===== src/axil_resp_buffer.sv =====
`timescale 1ns/100ps
`default_nettype none

module axil_resp_buffer #(
   parameter type payload_t = logic
) (
   input  logic     clk,
   input  logic     rst_n,

   input  logic     push_valid,
   input  payload_t push_data,
   output logic     push_ready,

   output logic     pop_valid,
   output payload_t pop_data,
   input  logic     pop_ready
);

   logic     push;
   logic     pop;
   logic     skid_valid;
   logic     pop_valid_next;
   logic     skid_valid_next;
   payload_t skid_data;

   assign push = push_valid && push_ready;
   assign pop  = pop_valid && pop_ready;

   // output register is the head, skid holds the second entry
   always_comb
   begin
      pop_valid_next  = pop_valid;
      skid_valid_next = skid_valid;
      if (pop && !skid_valid)
         pop_valid_next = push;
      else if (pop)
         skid_valid_next = push;
      else if (push && !pop_valid)
         pop_valid_next = 1'b1;
      else if (push)
         skid_valid_next = 1'b1;
   end

   // push_ready registered, low through reset
   always_ff @(posedge clk)
   begin
      if (!rst_n)
      begin
         pop_valid  <= 1'b0;
         skid_valid <= 1'b0;
         push_ready <= 1'b0;
      end
      else
      begin
         pop_valid  <= pop_valid_next;
         skid_valid <= skid_valid_next;
         push_ready <= !(pop_valid_next && skid_valid_next);
      end
   end

   always_ff @(posedge clk)
   begin
      if (pop && skid_valid)
         pop_data <= skid_data;
      else if (push && (pop || !pop_valid))
         pop_data <= push_data;
      if (push && (pop ? skid_valid : pop_valid))
         skid_data <= push_data;
   end

   a_pop_stable: assert property (@(posedge clk) disable iff (!rst_n)
      pop_valid && !pop_ready |=> pop_valid && $stable(pop_data));

   // both entries taken, the producer must be held off
   a_no_push_full: assert property (@(posedge clk) disable iff (!rst_n)
      pop_valid && skid_valid |-> !push);

endmodule

`default_nettype wire


===== config.mk =====
export PLATFORM = sky130hd
export DESIGN_NAME = axil_resp_buffer
export DESIGN_NICKNAME = d
export VERILOG_FILES = /design/src/axil_resp_buffer.sv
export SDC_FILE = /design/constraint.sdc
export NUM_CORES = 1
export LEC_CHECK = 0
export BUFFER_PORTS_ARGS = -buffer_cell sky130_fd_sc_hd__buf_2
export CORE_AREA = 2 2 39 41
export CTS_CLUSTER_SIZE = 28
export DETAILED_ROUTE_END_ITERATION = 8
export DIE_AREA = 0 0 41 43
export PLACE_DENSITY = 0.31
export SLEW_MARGIN = 25
export SYNTH_ARGS = -nofsm -noshare
export SYNTH_HDL_FRONTEND = slang
export SYNTH_SLANG_ARGS = --single-unit

===== constraint.sdc =====
create_clock -name clk -period 1.3 [get_ports clk]
set_input_delay 0.13 -clock clk [delete_from_list [all_inputs] [get_ports clk]]
set_output_delay 0.13 -clock clk [all_outputs]
set_load 0.05 [all_outputs]

Word level (Yosys, flattened, before mapping). Index checks and enable logic that the tools add are counted.

Word-level logic and storage cells: 28. Output and inout port bits: 3. Register bits after elaboration: 5.

Reduce and logical (&&, ||, !) cells: 13. Mux-type cells: 10.

Operators with widths (count): 1-bit two-way mux (10); 1-bit logical AND (8); 1-bit zero test (3); 2-bit nonzero test (1); 1-bit logical OR (1).

Logic depth before layout (Yosys ltp).
Depth after elaboration: 7. Mapped depth: 3.

Least setup slack after synthesis. No wires, ideal clock.

Kind: flip-flop to flip-flop. Start: register pop_valid. End: register pop_data (data pin). Path buffers: 0. Data arrival time: 1142 ps. Required time: 1040 ps. Setup time: 260 ps. Cell stages (with the launch flop): 3. Slack: -102 ps. Cells stage by stage: dfxtp_1 > nand3_1 > mux2_4.

Cells in the longest elaborated chain, start to end: 3.

Ends and longest elaborated chain: start, declared (line 14) `output logic pop_valid,`; start signal, assigned (line 55) `pop_valid <= pop_valid_next;`; 1-bit logical AND (line 27) `assign pop = pop_valid && pop_ready;`; 1-bit logical AND (line 63) `if (pop && skid_valid)`; 1-bit two-way mux (line 63); end signal, assigned (line 64) `pop_data <= skid_data;`; end signal, assigned (line 66) `pop_data <= push_data;`; end, declared (line 15) `output payload_t pop_data,`.

No other way between the ends. A chain may end at the register's enable or synchronous reset.

Final worst setup path.
Start: register skid_valid. End: register pop_data (data pin).

Cells in the longest elaborated chain, start to end: 2.

Ends and longest elaborated chain: start, declared (line 21) `logic skid_valid;`; start signal, assigned (line 56) `skid_valid <= skid_valid_next;`; 1-bit logical AND (line 63); 1-bit two-way mux (line 63).

No other way between the ends.

==> key figures <==
Final layout
  • Fin util: 0.2179
  • Area Overhead vs Synth: 37.71%
  • Share of cells above drive strength 1: 0.3939
  • Number of antenna diodes: 0
  • Fillers: 158
  • Design area: 301.5 µm²
  • Final-stage net count: 39

Place
  • GP Congestion: 0.6454
  • Port-buffer cells: 7
  • HPWL Detailed: 336.7 µm
  • Placed cell area: 275.3 µm²

Timing
  • Relative slew margins: 0.8347
  • RSZ-0062 raised after global routing: false
  • Slew Limit Fails: 0
  • Final period utilization: 0.8175
  • Setup Total Neg Slack: 0 ns
  • Hold Fails Final Rpt: 0
  • Final Skew: 0.002252 ns
  • Max Freq: 0.9409 GHz
  • Final min period: 1.063 ns
  • Final setup viols: 0
  • Worst slew pin tran: 0.2497 ns

Power and ir drop
  • Clk pwr share: 0.445
  • Internal power: 0.3026 mW
  • P_leak: 0.1223 nW
  • VDD IR max: 0.3647 mV
  • Switching pwr: 0.09795 mW
  • Sw frac: 0.2445
  • PwrDens: 1329 nW/µm²
  • Reg power frac: 0.437
  • Gate power share: 0.118

Worst setup path
  • CP max stage delay: 0.39 ns
  • Reg2Reg Depth: 2
  • WS Path Type: reg -> reg
  • CP delay by family, top: flip-flops
  • CP cell instances: nand3_1, mux2_4
  • CP Capture Type: register
  • Slowest cell on crit path: dfxtp_1
  • Critical R2R Capture: pop_data$_DFFE_PP_
  • R2R Setup Slk: 0.24 ns
  • CP Launch Type: register
  • CP max FO: 6
  • Signal arrival time at the worst endpoint: 1.05 ns
  • Buf+Inv Stages, Crit Path: 0
  • Worst r2r src: skid_valid$_SDFF_PN0_
  • WP data required: 1.29 ns

Routing
  • DRT Wirelength: 432 µm
  • Via count: 188
  • DR vias/cell: 3.837
  • Antenna Violating Nets Remaining: 0
  • Routed len/inst: 8.816 µm
  • DR iter-0 viols: 2
  • DRC Markers: 0
  • First-pass DRT Iterations: 4

Hold path
  • Min-delay src: push_data
  • Worst Hold End: skid_data$_DFFE_PP_
  • Hold path cells: 1
  • Hold Crit Class: in -> reg

CTS
  • Root buffer cell: clkbuf_4
  • Setup bufs post-CTS: 0
  • CTS tree: built
  • H-tree Lvls: 1
  • Inserted Clock Buffers: 3
  • CTS max path bufs: 2
  • Clk Latency, worst-skew pair: 0.24 ns
  • Clock-pin slew on the worst setup and hold paths: 0.04 ns
  • Hold_buf cts: 0
  • PostCTS Resize Cnt: 0
  • CTS Sinks: 5

Global routing
  • First-pass GRT wire length: 683 µm
  • Antenna violations before repair: 0
  • GR Overflow Total: 0
  • Largest net degree at the start of global routing: 7
  • Vias in the first global route: 185
  • Total GRT Usage: 0.06949

Logic synthesis
  • Synth cell types: 13
  • Mapped Area: 219.0 µm²
  • Mean Syn Cell Area: 9.953 µm²
  • Yosys reg bits: 5
  • Yosys warns: 0
  • Synthesized netlist net count: 27
  • Cells after Synth: 22
  • Post-synthesis sequential area ratio: 0.5486

Floorplanning
  • Die height: 43 µm
  • Rows: 14
  • Die area: 1763 µm²
  • Io pins: 8
  • Die W: 41 µm
  • Core Region: 1384 µm²
  • Initial Util: 0.1582

Job
  • Max Cap Viol: 0

Status
  • Status: completed
[worst max path at each step]
stage                     slack [ns]            endpoint                   from  depth (start not counted)
after floorplan                 0.05  pop_data$_DFFE_PP_  push_ready$_SDFF_PN0_                          2
after global placement          0.25  pop_data$_DFFE_PP_  skid_valid$_SDFF_PN0_                          2
after detailed placement        0.23  pop_data$_DFFE_PP_  skid_valid$_SDFF_PN0_                          2
after CTS                       0.22  pop_data$_DFFE_PP_  skid_valid$_SDFF_PN0_                          2
after global routing            0.18  pop_data$_DFFE_PP_  skid_valid$_SDFF_PN0_                          2
final                           0.24  pop_data$_DFFE_PP_  skid_valid$_SDFF_PN0_                          2
[logic make-up after synthesis]
family	share of synthesized area
DFF	0.5486
buffers and inverters	0.01713
and+or+nand+nor	0.1943
muxes	0.06855
AOI/OAI and AO/OA	0.1714
[area by class of cell]
| class | instances | area (µm²) | share of cell area |
|---|---|---|---|
| Tap cell | 16 | 20.02 | 0.06639 |
| Timing Repair Buffer | 7 | 35.03 | 0.1162 |
| Inverter | 1 | 3.754 | 0.01245 |
| Multi-Input combinational cell | 16 | 95.09 | 0.3154 |
| Sequential cell | 5 | 121.4 | 0.4025 |
| Clock buffer | 4 | 26.28 | 0.08714 |
[cells in the mapped netlist]
master / n / area share
dfxtp_1: 3 / 0.27
nand2_1: 3 / 0.051
nand3_1: 3 / 0.069
edfxtp_1: 2 / 0.27
nor2_1: 2 / 0.034
o21ai_1: 2 / 0.046
a21boi_0: 1 / 0.034
a21boi_1: 1 / 0.034
a21oi_1: 1 / 0.023
inv_1: 1 / 0.017
mux2_4: 1 / 0.069
nor2b_2: 1 / 0.040
o21a_1: 1 / 0.034
[worst register-to-register path, stage by stage, from the launching register on]
cell	delay (ns)
dfxtp_1	0.39
nand3_1	0.12
mux2_4	0.30
[metal layers]
metal | global-route usage | routed length [µm] | share of wire | vias to the layer above
met2 | 0.07188 | 173 | 0.40 | 7
met4 | 0.1000 | 6 | 0.014 | 0
met1 | 0.06818 | 197 | 0.46 | 78
li1 | - | - | - | 101
met3 | 0.05236 | 55 | 0.13 | 2
met5 | 0 | 0 | 0 | -
[sequential cells by signal (all words and copies together) (netlist names)]
name and count:
pop_data 1, skid_valid 1, skid_data 1, pop_valid 1, push_ready 1
[power groups by stage]
stage	logic, mW	registers [mW]	clock network (mW)
global placement	0.0483	0.178	0
CTS	0.0482	0.175	0.189
floorplan	0.0142	0.195	0
finish	0.0473	0.175	0.178
global route	0.0514	0.176	0.202
detailed placement	0.0479	0.178	0
[cells in the final DEF, fill, tap and decap left out, drive strengths merged]
cell / n
a21boi: 2
a21oi: 1
buf: 7
clkbuf: 4
dfxtp: 3
edfxtp: 2
inv: 1
mux2: 1
nand2: 3
nand3: 3
nor2: 2
nor2b: 1
o21a: 1
o21ai: 2
[per-stage QoR]
stage          total power [mW]  hold WS [ns]  worst slack (ns)  std cells
6_report                 0.4006       0.08646            0.2372         49
5_1_grt                  0.4293       0.07314            0.1805         49
4_1_cts                  0.4125       0.07759            0.2242         49
3_5_place_dp             0.2259        0.3328            0.2312         45
3_3_place_gp             0.2264        0.3326            0.2456         45
2_1_floorplan            0.2090        0.2289           0.04973         22
No activity file was read; power rests on OpenSTA's default activity.
