--- src/axil_pkg.sv ---
`default_nettype none

package axil_pkg;

   // bus widths
   localparam int AXIL_ADDR_W = 64;
   localparam int AXIL_DATA_W = 32;
   localparam int AXIL_STRB_W = AXIL_DATA_W / 8;

   // response codes, only the two this slave returns
   typedef logic [1:0] axil_resp_t;

   localparam axil_resp_t RESP_OKAY   = 2'b00;
   localparam axil_resp_t RESP_SLVERR = 2'b10;

   // B channel payload
   typedef struct packed {
      axil_resp_t resp;
   } b_payload_t;

   // R channel payload, data in the upper bits
   typedef struct packed {
      logic [AXIL_DATA_W-1:0] data;
      axil_resp_t             resp;
   } r_payload_t;

endpackage

`default_nettype wire

--- src/mem_pkg.sv ---
`default_nettype none

package mem_pkg;

   // word geometry of the RAM
   localparam int BYTE_W     = 8;
   localparam int MEM_WORD_W = 32;
   localparam int MEM_STRB_W = MEM_WORD_W / BYTE_W;

   // address bits below the word index
   localparam int BYTE_OFFSET_W = $clog2(MEM_STRB_W);

   typedef logic [MEM_WORD_W-1:0] mem_word_t;
   typedef logic [MEM_STRB_W-1:0] mem_strb_t;

endpackage

`default_nettype wire

--- src/mem_port_if.sv ---
`timescale 1ns/100ps
`default_nettype none

interface mem_port_if #(
   parameter int INDEX_W = 8
);
   import mem_pkg::*;

   logic               en;
   logic               we;
   logic [INDEX_W-1:0] idx;
   mem_word_t          wdata;
   mem_strb_t          strb;
   // registered by the RAM, valid the cycle after en
   mem_word_t          rdata;

   modport master (
      output en,
      output we,
      output idx,
      output wdata,
      output strb,
      input  rdata
   );

   modport slave (
      input  en,
      input  we,
      input  idx,
      input  wdata,
      input  strb,
      output rdata
   );

endinterface

`default_nettype wire

--- src/axil_slave.sv ---
`timescale 1ns/100ps
`default_nettype none

module axil_slave #(
   parameter int RAM_DEPTH   = 256,
   parameter int RAM_INDEX_W = 8
) (
   input  logic                             clk,
   input  logic                             rst_n,

   input  logic                             awvalid,
   input  logic [axil_pkg::AXIL_ADDR_W-1:0] awaddr,
   output logic                             awready,

   input  logic                             wvalid,
   input  logic [axil_pkg::AXIL_DATA_W-1:0] wdata,
   input  logic [axil_pkg::AXIL_STRB_W-1:0] wstrb,
   output logic                             wready,

   input  logic                             arvalid,
   input  logic [axil_pkg::AXIL_ADDR_W-1:0] araddr,
   output logic                             arready,

   output logic                             b_push_valid,
   output axil_pkg::b_payload_t             b_push_data,
   input  logic                             b_push_ready,

   output logic                             r_push_valid,
   output axil_pkg::r_payload_t             r_push_data,
   input  logic                             r_push_ready,

   mem_port_if.master                       wr_port,
   mem_port_if.master                       rd_port
);
   import axil_pkg::*;
   import mem_pkg::*;

   localparam int WORD_ADDR_W = AXIL_ADDR_W - BYTE_OFFSET_W;

   logic                   aw_hs;
   logic                   w_hs;
   logic                   ar_hs;
   logic                   r_push;

   logic                   wr_active;
   logic                   wr_in_range;
   logic [RAM_INDEX_W-1:0] wr_idx;

   logic                   rd_pending;
   logic                   rd_in_range;

   // word address compared against the RAM size, upper bits included
   function automatic logic addr_in_range(input logic [AXIL_ADDR_W-1:0] addr);
      return addr[AXIL_ADDR_W-1:BYTE_OFFSET_W] < WORD_ADDR_W'(RAM_DEPTH);
   endfunction

   function automatic logic [RAM_INDEX_W-1:0] addr_index(input logic [AXIL_ADDR_W-1:0] addr);
      return addr[BYTE_OFFSET_W +: RAM_INDEX_W];
   endfunction

   // write channel
   assign aw_hs        = awvalid && awready;
   assign wready       = wr_active && wvalid && b_push_ready;
   assign w_hs         = wvalid && wready;
   assign b_push_valid = wr_active && wvalid;

   // awready is registered so it stays low through reset
   always_ff @(posedge clk)
   begin
      if (!rst_n)
      begin
         wr_active <= 1'b0;
         awready   <= 1'b0;
      end
      else if (aw_hs)
      begin
         wr_active <= 1'b1;
         awready   <= 1'b0;
      end
      else if (w_hs)
      begin
         wr_active <= 1'b0;
         awready   <= 1'b1;
      end
      else
         awready <= !wr_active;
   end

   always_ff @(posedge clk)
   begin
      if (aw_hs)
      begin
         wr_idx      <= addr_index(awaddr);
         wr_in_range <= addr_in_range(awaddr);
      end
   end

   // out of range writes still answer, but leave the RAM alone
   assign wr_port.en    = w_hs && wr_in_range;
   assign wr_port.we    = w_hs && wr_in_range;
   assign wr_port.idx   = wr_idx;
   assign wr_port.wdata = wdata;
   assign wr_port.strb  = wstrb;

   assign b_push_data.resp = wr_in_range ? RESP_OKAY : RESP_SLVERR;

   // read channel
   // buffer space is checked here, the push one cycle later cannot stall
   assign arready      = !rd_pending && r_push_ready;
   assign ar_hs        = arvalid && arready;
   assign r_push_valid = rd_pending;
   assign r_push       = r_push_valid && r_push_ready;

   always_ff @(posedge clk)
   begin
      if (!rst_n)
         rd_pending <= 1'b0;
      else if (ar_hs)
         rd_pending <= 1'b1;
      else if (r_push)
         rd_pending <= 1'b0;
   end

   always_ff @(posedge clk)
   begin
      if (ar_hs)
         rd_in_range <= addr_in_range(araddr);
   end

   assign rd_port.en    = ar_hs && addr_in_range(araddr);
   assign rd_port.we    = 1'b0;
   assign rd_port.idx   = addr_index(araddr);
   assign rd_port.wdata = '0;
   assign rd_port.strb  = '0;

   assign r_push_data.data = rd_in_range ? rd_port.rdata : '0;
   assign r_push_data.resp = rd_in_range ? RESP_OKAY : RESP_SLVERR;

   // a W beat only after an accepted address, with aw held off meanwhile
   a_wready_in_write: assert property (@(posedge clk) disable iff (!rst_n)
      wready |-> wr_active && !awready);

   // one read in flight; its data reaches the buffer before the next access
   a_rd_single: assert property (@(posedge clk) disable iff (!rst_n)
      rd_port.en |=> rd_pending && !rd_port.en);

endmodule

`default_nettype wire

--- src/flat_wrapper.sv ---
// flat-port wrapper written by rule: the top's interface ports become plain ports
module axil_slave_flat import axil_pkg::*; import mem_pkg::*;
#(
   parameter int RAM_DEPTH   = 256,
   parameter int RAM_INDEX_W = 8
)
  (clk, rst_n, awvalid, awaddr, awready, wvalid, wdata, wstrb, wready, arvalid, araddr, arready, b_push_valid, b_push_data, b_push_ready, r_push_valid, r_push_data, r_push_ready, wr_port_en, wr_port_we, wr_port_idx, wr_port_wdata, wr_port_strb, wr_port_rdata, rd_port_en, rd_port_we, rd_port_idx, rd_port_wdata, rd_port_strb, rd_port_rdata);
  mem_port_if wr_port_i ();
  mem_port_if rd_port_i ();
  input  logic clk;
  input  logic rst_n;
  input  logic awvalid;
  input  logic [axil_pkg::AXIL_ADDR_W-1:0] awaddr;
  output logic awready;
  input  logic wvalid;
  input  logic [axil_pkg::AXIL_DATA_W-1:0] wdata;
  input  logic [axil_pkg::AXIL_STRB_W-1:0] wstrb;
  output logic wready;
  input  logic arvalid;
  input  logic [axil_pkg::AXIL_ADDR_W-1:0] araddr;
  output logic arready;
  output logic b_push_valid;
  output axil_pkg::b_payload_t b_push_data;
  input  logic b_push_ready;
  output logic r_push_valid;
  output axil_pkg::r_payload_t r_push_data;
  input  logic r_push_ready;
  output wire logic [$bits(wr_port_i.en)-1:0] wr_port_en;
  output wire logic [$bits(wr_port_i.we)-1:0] wr_port_we;
  output wire logic [$bits(wr_port_i.idx)-1:0] wr_port_idx;
  output wire logic [$bits(wr_port_i.wdata)-1:0] wr_port_wdata;
  output wire logic [$bits(wr_port_i.strb)-1:0] wr_port_strb;
  input wire logic [$bits(wr_port_i.rdata)-1:0] wr_port_rdata;
  output wire logic [$bits(rd_port_i.en)-1:0] rd_port_en;
  output wire logic [$bits(rd_port_i.we)-1:0] rd_port_we;
  output wire logic [$bits(rd_port_i.idx)-1:0] rd_port_idx;
  output wire logic [$bits(rd_port_i.wdata)-1:0] rd_port_wdata;
  output wire logic [$bits(rd_port_i.strb)-1:0] rd_port_strb;
  input wire logic [$bits(rd_port_i.rdata)-1:0] rd_port_rdata;
  assign wr_port_en = wr_port_i.en;
  assign wr_port_we = wr_port_i.we;
  assign wr_port_idx = wr_port_i.idx;
  assign wr_port_wdata = wr_port_i.wdata;
  assign wr_port_strb = wr_port_i.strb;
  assign wr_port_i.rdata = wr_port_rdata;
  assign rd_port_en = rd_port_i.en;
  assign rd_port_we = rd_port_i.we;
  assign rd_port_idx = rd_port_i.idx;
  assign rd_port_wdata = rd_port_i.wdata;
  assign rd_port_strb = rd_port_i.strb;
  assign rd_port_i.rdata = rd_port_rdata;
  axil_slave #(.RAM_DEPTH(RAM_DEPTH), .RAM_INDEX_W(RAM_INDEX_W)) u_core (.clk(clk), .rst_n(rst_n), .awvalid(awvalid), .awaddr(awaddr), .awready(awready), .wvalid(wvalid), .wdata(wdata), .wstrb(wstrb), .wready(wready), .arvalid(arvalid), .araddr(araddr), .arready(arready), .b_push_valid(b_push_valid), .b_push_data(b_push_data), .b_push_ready(b_push_ready), .r_push_valid(r_push_valid), .r_push_data(r_push_data), .r_push_ready(r_push_ready), .wr_port(wr_port_i), .rd_port(rd_port_i));
endmodule
--- config.mk ---
export PLATFORM = sky130hd
export DESIGN_NAME = axil_slave_flat
export DESIGN_NICKNAME = d
export VERILOG_FILES = /design/src/axil_pkg.sv /design/src/mem_pkg.sv /design/src/mem_port_if.sv /design/src/axil_slave.sv /design/src/flat_wrapper.sv
export SDC_FILE = /design/constraint.sdc
export NUM_CORES = 1
export LEC_CHECK = 0
export ABC_AREA = 1
export BUFFER_PORTS_ARGS = -buffer_cell sky130_fd_sc_hd__buf_2
export CAP_MARGIN = 20
export CORE_AREA = 2 2 143 145
export DETAILED_ROUTE_END_ITERATION = 10
export DIE_AREA = 0 0 145 147
export SLEW_MARGIN = 5
export SYNTH_ARGS = -nofsm -noshare
export SYNTH_HDL_FRONTEND = slang
export SYNTH_SLANG_ARGS = --single-unit
--- constraint.sdc ---
create_clock -name clk -period 1.07 [get_ports clk]
set_input_delay 0.107 -clock clk [delete_from_list [all_inputs] [get_ports clk]]
set_output_delay 0.107 -clock clk [all_outputs]
set_load 0.01 [all_outputs]
; Word level (Yosys, flattened, before mapping)
; Cells that the tools add are included.
[op_classes]
add_sub_neg = 0
multipliers = 0
div_mod_pow = 0
magnitude_cmp = 2
eq_ne = 0
shift = 0
mux = 8
n_bitwise = 1
reduce_logical = 14
[ops]
columns = cell, count
row1 = "< comparator 62 x 9 -> 1 bit, second input constant", 2
row2 = two-way mux 32 bit, 1
row3 = logical AND 1 bit, 9
row4 = two-way mux 1 bit, 5
row5 = two-way mux 2 bit, 2
row6 = nonzero test 2 bit, 2
row7 = logical NOT 1 bit, 2
row8 = OR reduction 2 bit, 1
row9 = NOT 1 bit, 1
[word_totals]
regBits = 13
latchBits = 0
mem_bits_rw = 0
rom_bits = 0
input_bits = 235
output_inout_bits = 133
elab_cells = 31
mem_count = 0

; Logic depth before layout (Yosys ltp)
; Gate-level depths: netlist of the first run.
[logic_depth]
depth_word = 5
mapped_depth = 7
ltp_nobuf = 7

; Worst setup path before layout of the first run
; Ideal clock, no wire load.
[synth_timing]
kind = flip-flop to flip-flop
startpoint = register u_core.rd_pending, in the netlist u_core.r_push_valid
endpoint = register u_core.rd_in_range, enable pin
setup_time_ps = 291
t_arrival_ps = 752
t_required_ps = 779
path_slack_ps = 27
stages_incl_launch_ff = 4
n_path_buf = 0
synth_period_minus_slack_ps = 1043
path_cell_list = dfxtp_1 > nor2_1 > nand2_1 > inv_1
[synth_between]
elab_chain_len = 3
[synth_lines]
columns = element, line
row1 = "start, declared", axil_slave.sv:49  ; logic rd_pending;
row2 = "start signal, assigned", axil_slave.sv:117  ; rd_pending <= 1'b0;
row3 = "start signal, assigned", axil_slave.sv:119  ; rd_pending <= 1'b1;
row4 = "start signal, assigned", axil_slave.sv:121  ; rd_pending <= 1'b0;
row5 = logical NOT 1 bit, axil_slave.sv:109  ; assign arready = !rd_pending && r_push_ready;
row6 = logical AND 1 bit, axil_slave.sv:109
row7 = via arready, flat_wrapper.sv:21  ; output logic arready;
row8 = logical AND 1 bit, axil_slave.sv:110  ; assign ar_hs = arvalid && arready;
row9 = via u_core.ar_hs, axil_slave.sv:42  ; logic ar_hs;
row10 = "end signal, assigned", axil_slave.sv:127  ; rd_in_range <= addr_in_range(araddr);
row11 = "end, declared", axil_slave.sv:50  ; logic rd_in_range;
; The timed path passes the listed nets, and every way through them passes these cells.
; A chain may end at the register's enable or synchronous reset.

==> results of run 1 <==
## what timing repair did
item / in CTS / in global routing
setup buffers: 3 / 0
resized for setup: 18 / 18
gates cloned: 0 / 0
setup endpoints to repair: 37 / 37
pin swaps: 8 / 12
## power by group
part	total (mW)	internal, mW	switching, mW
clock network	0.748	0.506	0.242
logic	0.625	0.320	0.305
registers	0.584	0.574	0.0102
## cell type report
cell class                 instances  area, sq um  area share [%]
clock buffer                       4         78.8            2.77
sequential                        13          363            12.8
multi-input combinational        178          766            26.9
tap                              270          338            11.9
inverter                          42          158            5.54
timing repair buffer             210         1140            40.0
antenna                            2         5.00           0.176
## flip-flops by register name (all words and copies together) (netlist names)
signal               count
u_core.awready           1
u_core.rd_in_range       1
u_core.wr_active         1
u_core.wr_port.idx       8
u_core.r_push_valid      1
u_core.wr_in_range       1
## placed cells by master (no fill, tap or decap)
cell type    n
a21oi_1      1
buf_12       2
buf_2      196
buf_4        5
buf_6        7
clkbuf_1     1
clkbuf_16    3
conb_1      39
dfxtp_1      1
dfxtp_2      2
diode_2      2
edfxtp_1    10
inv_1       39
inv_2        3
nand2_1     52
nand2_2      4
nand2_4      1
nand3_1      1
nand3b_1     1
nand4_1      5
nor2_1      59
nor2_2       8
nor2_4       5
nor3_1       1
or2_1        1
## metal layers
layer	routed length, microns	share of wire (%)	vias up	global-route usage, %
met5	0	0	-	0
li1	-	-	1037	-
met1	2170	34	844	5.76
met4	300	4.7	0	3.42
met2	3170	49	164	9.74
met3	783	12	28	2.36
## worst paths after layout
kind / start / endpoint / slack [ns] / cells past startpoint
setup / recovery: u_core.rd_in_range / r_push_data[4] / -0.17 / 4
hold / removal: awaddr[9] / u_core.wr_port.idx[7] / 0.03 / 1
hold reg to reg: u_core.wr_active / u_core.awready / 0.57 / 3
setup reg to reg: u_core.r_push_valid / u_core.rd_in_range / 0.07 / 4
## stage by stage
step           cell area (sq um)  util [%]  hold WS (ns)  TNS [ns]
2_1_floorplan               1860         -         0.206         0
3_3_place_gp                2620      13.2         0.214    -0.121
3_5_place_dp                2620      13.2         0.214    -0.115
4_1_cts                     2770      14.0        0.0260     -4.75
5_1_grt                     2840      14.3        0.0324     -6.47
6_report                    2850      14.3        0.0314     -4.16
## worst reg2reg max path: cells and delay by family (launching register included)
kind / cells / cell delay, ns
AND/OR/NAND/NOR: 2 / 0.18
buffers and inverters: 2 / 0.20
flip-flops: 1 / 0.33
## logic make-up after synthesis
family	count (synthesis)
AOI/OAI and AO/OA	1
DFF	13
and+or+nand+nor	138
other	1
buffers and inverters	130
==> reports/qor.csv, run 1 <==
metric;value;unit
arrival;1.13;ns
instances_no_fill;719;
yosysTopAreaCell;buf_4;
gp_congestion;0.732;
ys_seq_area_share;21.0;%
cp-start-kind;flip-flop;
numClockSinks;13;
syn_area;0.00172;sq mm
die_h;147;microns
port_buffers;204;
clk_pin_slew_worst_paths;0.05;ns
clock_latency;0.25;ns
cts-root-buf;clkbuf_16;
cts_tree;yes;
layout_setup_ws;-0.167;ns
crit_fanout;33;
synth_top_family_by_area;buffers and inverters;
synth_top_area_share;36.7;%
place_ws;-0.0724;ns
maxSlewViolCount;0;
setup_viol;36;
grt_max_degree;34;
synth_most_common_cell;buf_4;
synthTopCellsByCount;buf_4, nor2_1, nand2_1;
fillers;2297;
rsz0062_at_grt;yes;
synth_xor_area_share;0;%
dpl.hpwl;5600;microns
crit_buf_inv;3;
ys_warn_count;0;
dr.pass1.iters;4;
cp.required;0.96;ns
cts-hold-fix-buffers;0;
max_stage_delay;0.40;ns
grt_pass1_vias;1866;
grt_usage;5.66;%
synth_adder_area_share;0;%
grt_overflow;0;
rows;52;
synth-simple-area-share;31.5;%
drive_above_1_share;52.8;%
synth-seq-cells;13;
avgRoutedWirePerCell;8.93;microns
worstSetupEndpointType;primary output;
critPathTopFamily;flip-flops;
cap_violations;0;
violations;setup timing;
path_cells;buf_12 -> nand2_2 -> inv_1 -> buf_2;
ir_worst_vdd;0.403;mV
syn_inst;283;
path_class;reg -> out;
period_share;116;%
first_iter_violations;25;
via_count;2073;
power.static_leakage;1.73;nW
die_w;145;microns
placedCellCount;710;
syn_avg_cell_area;6.07;sq um
cts-buffers-inserted;3;
fmaxAchievable;809;MHz
hold_viol_final;0;
coreArea;0.0198;sq mm
synth_area_leaders;buf_4, edfxtp_1, nor2_1;
ys_types;16;
remaining_drc_errors;0;
viasPerCell;2.88;
synth_edf_count;10;
powerDensity;688;mW/mm^2
finalPower;1.96;mW
holdCritPathClass;in -> reg;
antenna_found_initial;2;
async_flop_share;0;%
ant_nets;0;
final_net_count;683;
num_io_pins;368;
synth.area.mux_share;0;%
slowest_stage;edfxtp_1;
run_status;finished with violations;
grt_pass1_wl;9380;microns
clockBufferDepth;2;
ys.flop_type;edfxtp_1;
synth_compound_area_share;0.291;%
die-area;0.0213;sq mm
finClkSkew;0.00151;ns
final.min_clock_period;1.24;ns
syn_to_final_growth;65.6;%
htree_levels;1;
wirelength;6420;microns
start_util;8.66;%
Note: power is estimated with default switching activity, not from simulation.
==> inputs of run 2 (changes only) <==
- clock period: 1.07 -> 1.2 ns (I/O delays scaled with it)
==> run 2 against run 1 <==
  * The run still ends with setup timing left
  * Core utilization down 0.43 points
  * Design area down 3.0%
  * Worst setup slack better by 0.13 ns
  * Combinational power down 16%
  * Die area unchanged
  * Clock-buffer cell count unchanged
  * Critical endpoint unchanged
  * Largest cell class unchanged
  * Largest power group unchanged
==> reports/qor.csv, run 2 (synthesis gave the netlist of run 1 again) <==
metric;value;unit;change
run_status;finished with violations;;
violations;setup timing;;
ant_nets;0;;unchanged
drive_above_1_share;50.0;%;-2.8 points
largest_reg_flops;8;;unchanged
dr.pass1.iters;3;;-1
gp_congestion;0.735;;+0.42%
grt_usage;5.42;%;-0.24 points
die_h;147;microns;unchanged
start_util;8.66;%;unchanged
place_ws;0.00785;ns;+0.0803 ns
placed_area;0.00262;sq mm;unchanged
die_w;145;microns;unchanged
timing.hold.ws;0.0540;ns;+0.0225 ns
numClockSinks;13;;unchanged
avgRoutedWirePerCell;8.56;microns;-4.1%
cts-root-buf;clkbuf_16;;
powerDensity;613;mW/mm^2;-11%
holdCritPathClass;in -> reg;;
viasPerCell;2.81;;-2.6%
cts_tree;yes;;
syn_to_final_growth;60.7;%;
first_iter_violations;36;;+44%
dpl.hpwl;5560;microns;-0.61%
final_cell_mix;buf_2, nor2_1, nand2_1;;
die-area;0.0213;sq mm;unchanged
finClkSkew;0.00522;ns;+0.00371 ns
coreArea;0.0198;sq mm;unchanged
clockBufferDepth;2;;unchanged
period_share;103;%;
remaining_drc_errors;0;;unchanged
antenna_found_initial;3;;+1
worstSetupEndpointType;primary output;;
fmaxAchievable;805;MHz;
num_io_pins;368;;unchanged
fin_area;0.00276;sq mm;-3.0%
instances_no_fill;719;;unchanged
crit_fanout;33;;unchanged
via_count;2019;;-2.6%
maxSlewViolCount;0;;unchanged
rsz0062_at_grt;yes;;
cap_violations;0;;unchanged
layout_setup_ws;-0.0417;ns;+0.125 ns
htree_levels;1;;unchanged
rows;52;;unchanged
grt_overflow;0;;unchanged
grt_max_degree;34;;unchanged
final_net_count;682;;-0.15%
wirelength;6160;microns;-4.1%
final.min_clock_period;1.24;ns;
port_buffers;204;;unchanged
hold_path.startpoint;awaddr[5];;
cts-hold-fix-buffers;0;;unchanged
layout_commonest_cell;buf_2;;
setup_viol;20;;-44%
cp-start-kind;flip-flop;;
ir_worst_vdd;0.334;mV;-17%
grt_pass1_vias;1846;;-1.1%
clock_latency;0.24;ns;about the same
cts-buffers-inserted;3;;unchanged
cp.required;1.08;ns;+0.12 ns
clk_pin_slew_worst_paths;0.05;ns;about the same
arrival;1.12;ns;about the same
timing.rr.start;u_core.awready;;
placedCellCount;710;;unchanged
cp-startpoint;u_core.rd_in_range;;
hold_viol_final;0;;unchanged
power.static_leakage;1.71;nW;-0.95%
finalPower;1.69;mW;-14%
grt_pass1_wl;8960;microns;-4.6%
path_class;reg -> out;;
run 2: changes by cell type in the layout (fill, tap and decap cells not counted), moves of 2 or more:
cell and delta:
nor2_4 -2, buf_2 +7, nor2_2 -5, nor2_1 +7, nand2_2 -3, buf_6 -7, nand2_1 +3
run 2: final timing paths:
| check | endpoint | slack (ns) | cells past startpoint |
|---|---|---|---|
| setup / recovery | r_push_data[4] | -0.04 | 4 |
| hold / removal | u_core.wr_port.idx[3] | 0.05 | 1 |
| hold reg to reg | u_core.r_push_valid | 0.49 | 2 |
| setup reg to reg | u_core.wr_port.idx[2] | 0.29 | 3 |
run 2: critical path, cell delays in order (launching register included):
cell and delay (ns):
edfxtp_1 0.41, buf_12 0.18, nand2_1 0.09, inv_1 0.04, buf_4 0.14
run 2: final cells by class:
cell class | instances | area [sq um]
tap | 270 | 338
antenna | 3 | 7.51
clock buffer | 4 | 78.8
timing repair buffer | 209 | 1090
sequential | 13 | 362
inverter | 42 | 158
multi-input combinational | 178 | 731
fill | 2294 | 17100
run 2: metrics by stage:
step	setup TNS [ns]	util, %
6_report	-0.193	13.9
3_5_place_dp	0	13.2
4_1_cts	-0.462	13.6
5_1_grt	-1.95	13.9
3_3_place_gp	-0.0131	13.2
2_1_floorplan	0	-
run 2: report_power, final:
group | total (mW) | leakage (nW) | internal (mW) | switching, mW
combinational | 0.528 | 1.55 | 0.270 | 0.258
sequential | 0.521 | 0.119 | 0.511 | 0.00913
clock | 0.643 | 0.0382 | 0.449 | 0.194
run 2: what timing repair did:
action,in CTS,in global routing
resized for setup,4,11
pin swaps,0,7
buffers inserted,0,2
endpoints found under the setup margin,32,35
endpoints found under the hold margin,0,0
run 2: metal layers:
| metal | wire [microns] | GRT usage [%] | vias up |
|---|---|---|---|
| met1 | 2090 | 5.08 | 803 |
| met5 | 0 | 0 | - |
| li1 | - | - | 1036 |
| met4 | 227 | 2.72 | 0 |
| met2 | 3020 | 9.71 | 158 |
| met3 | 817 | 2.80 | 22 |
==> inputs of run 3 (changes only) <==
- BUFFER_PORTS_ARGS: -buffer_cell sky130_fd_sc_hd__buf_2 -> -buffer_cell sky130_fd_sc_hd__buf_4
- CTS_CLUSTER_DIAMETER: not set -> 30
==> run 3 against run 2 <==
  * The flow still finishes with violations (setup timing)
  * Die area unchanged
  * Sequential cell count unchanged
  * Combinational power increased by 34%
  * Clock skew about the same
  * Critical path depth unchanged
  * Non-clock buffer count unchanged
  * Global-route usage increased by 0.56 points
  * Worst setup slack got worse by 0.019 ns
==> reports/qor.csv, run 3 (synthesis gave the netlist of run 1 again) <==
metric;value;unit;change
syn_to_final_growth;91.9;%;
die-area;0.0213;sq mm;unchanged
clk_pin_slew_worst_paths;0.05;ns;about the same
finClkSkew;0.00532;ns;+0.0000981 ns
regArea;362;sq um;unchanged
path_class;reg -> out;;
grt_max_degree;34;;unchanged
clockBufferDepth;2;;unchanged
arrival;1.14;ns;+0.02 ns
cts_tree;yes;;
cp.required;1.08;ns;about the same
final.min_clock_period;1.26;ns;+0.0193 ns
maxSlewViolCount;0;;unchanged
fillers;2279;;-0.65%
numClockSinks;13;;unchanged
cts-root-buf;clkbuf_16;;
grt_pass1_wl;9960;microns;+11%
port_buffers;204;;unchanged
final_util;16.6;%;+2.7 points
grt_usage;5.98;%;+0.56 points
ir_worst_vdd;0.401;mV;+20%
multiInputGateArea;761;sq um;+4.1%
layout_setup_ws;-0.0609;ns;-0.0193 ns
fmaxAchievable;793;MHz;-1.5%
cp-start-kind;flip-flop;;
start_util;8.66;%;unchanged
ant_nets;0;;unchanged
dpl.hpwl;5920;microns;+6.5%
avgRoutedWirePerCell;9.54;microns;+11%
gp_congestion;0.719;;-2.3%
period_share;105;%;+1.6 points
diodes;0;;-3
via_count;2052;;+1.6%
viasPerCell;2.87;;+2.1%
coreArea;0.0198;sq mm;unchanged
worstSetupEndpointType;primary output;;
first_iter_violations;38;;+5.6%
run_status;finished with violations;;
final_cell_mix;buf_4, nor2_1, nand2_1;;
powerDensity;578;mW/mm^2;-5.6%
die_h;147;microns;unchanged
largest_reg_flops;8;;unchanged
die_w;145;microns;unchanged
final_net_count;682;;unchanged
rows;52;;unchanged
fin_area;0.00330;sq mm;+19%
setup_viol;31;;+55%
wirelength;6830;microns;+11%
num_io_pins;368;;unchanged
cts-buffers-inserted;3;;unchanged
grt_overflow;0;;unchanged
cts-hold-fix-buffers;0;;unchanged
timing.hold.ws;0.0416;ns;-0.0123 ns
hold_viol_final;0;;unchanged
drive_above_1_share;51.3;%;+1.3 points
grt_pass1_vias;2044;;+11%
placed_area;0.00312;sq mm;+19%
power.static_leakage;1.87;nW;+9.0%
crit_fanout;33;;unchanged
layout_commonest_cell;buf_4;;
cap_violations;0;;unchanged
violations;setup timing;;
clock_latency;0.25;ns;about the same
dr.pass1.iters;4;;+1
remaining_drc_errors;0;;unchanged
htree_levels;1;;unchanged
rrSetupSlack;0.16;ns;-0.13 ns
antenna_found_initial;0;;-3
holdCritPathClass;in -> reg;;
rsz0062_at_grt;yes;;
==> run 3: worst paths after layout <==
kind                           end  cells after the start           startpoint
max                r_push_data[17]                      4   u_core.rd_in_range
min          u_core.wr_port.idx[6]                      1            awaddr[8]
max reg2reg     u_core.rd_in_range                      4  u_core.r_push_valid
min reg2reg    u_core.r_push_valid                      2  u_core.r_push_valid
==> run 3: per-stage QoR <==
step	total power [mW]	std cells	setup TNS, ns	worst slack, ns
final	1.91	716	-0.703	-0.0609
after global routing	2.03	716	-2.88	-0.130
after CTS	1.93	715	-1.35	-0.0812
after detailed placement	1.21	710	0	0.0206
after global placement	1.20	710	-0.000323	-0.000323
after floorplan	0.955	321	0	0.157
==> run 3: critical path: stages (launching register included) <==
cell	delay (ns)
edfxtp_1	0.41
buf_12	0.18
nand2_1	0.09
inv_1	0.05
buf_4	0.13
==> run 3: layout make-up <==
class,count,share of cell area [%]
inverter,42,4.78
tap,270,10.2
timing repair buffer,209,48.5
sequential,13,11.0
clock buffer,4,2.39
multi-input combinational,178,23.1
==> run 3: power breakdown <==
part	total, mW	switching, mW	leakage, nW	internal [mW]
clock	0.680	0.228	0.0382	0.452
combinational	0.706	0.270	1.71	0.437
sequential	0.521	0.00996	0.119	0.511
total	1.91	0.508	1.87	1.40
==> run 3: metal layers <==
metal  part of all wire (%)  track usage [%]  up-vias  wire, microns
met3                     14             2.92       25            946
met1                     31             5.63      830           2120
met5                      0                0        -              0
met4                    3.7             2.97        0            253
li1                       -                -     1032              -
met2                     51             10.8      165           3510
==> run 3: repair_timing <==
item | 4_1_cts | 5_1_grt
pin swaps | 2 | 19
endpoints found under the setup margin | 35 | 37
setup buffers | 1 | 1
resized for setup | 5 | 23
hold endpoints to repair | 0 | 0
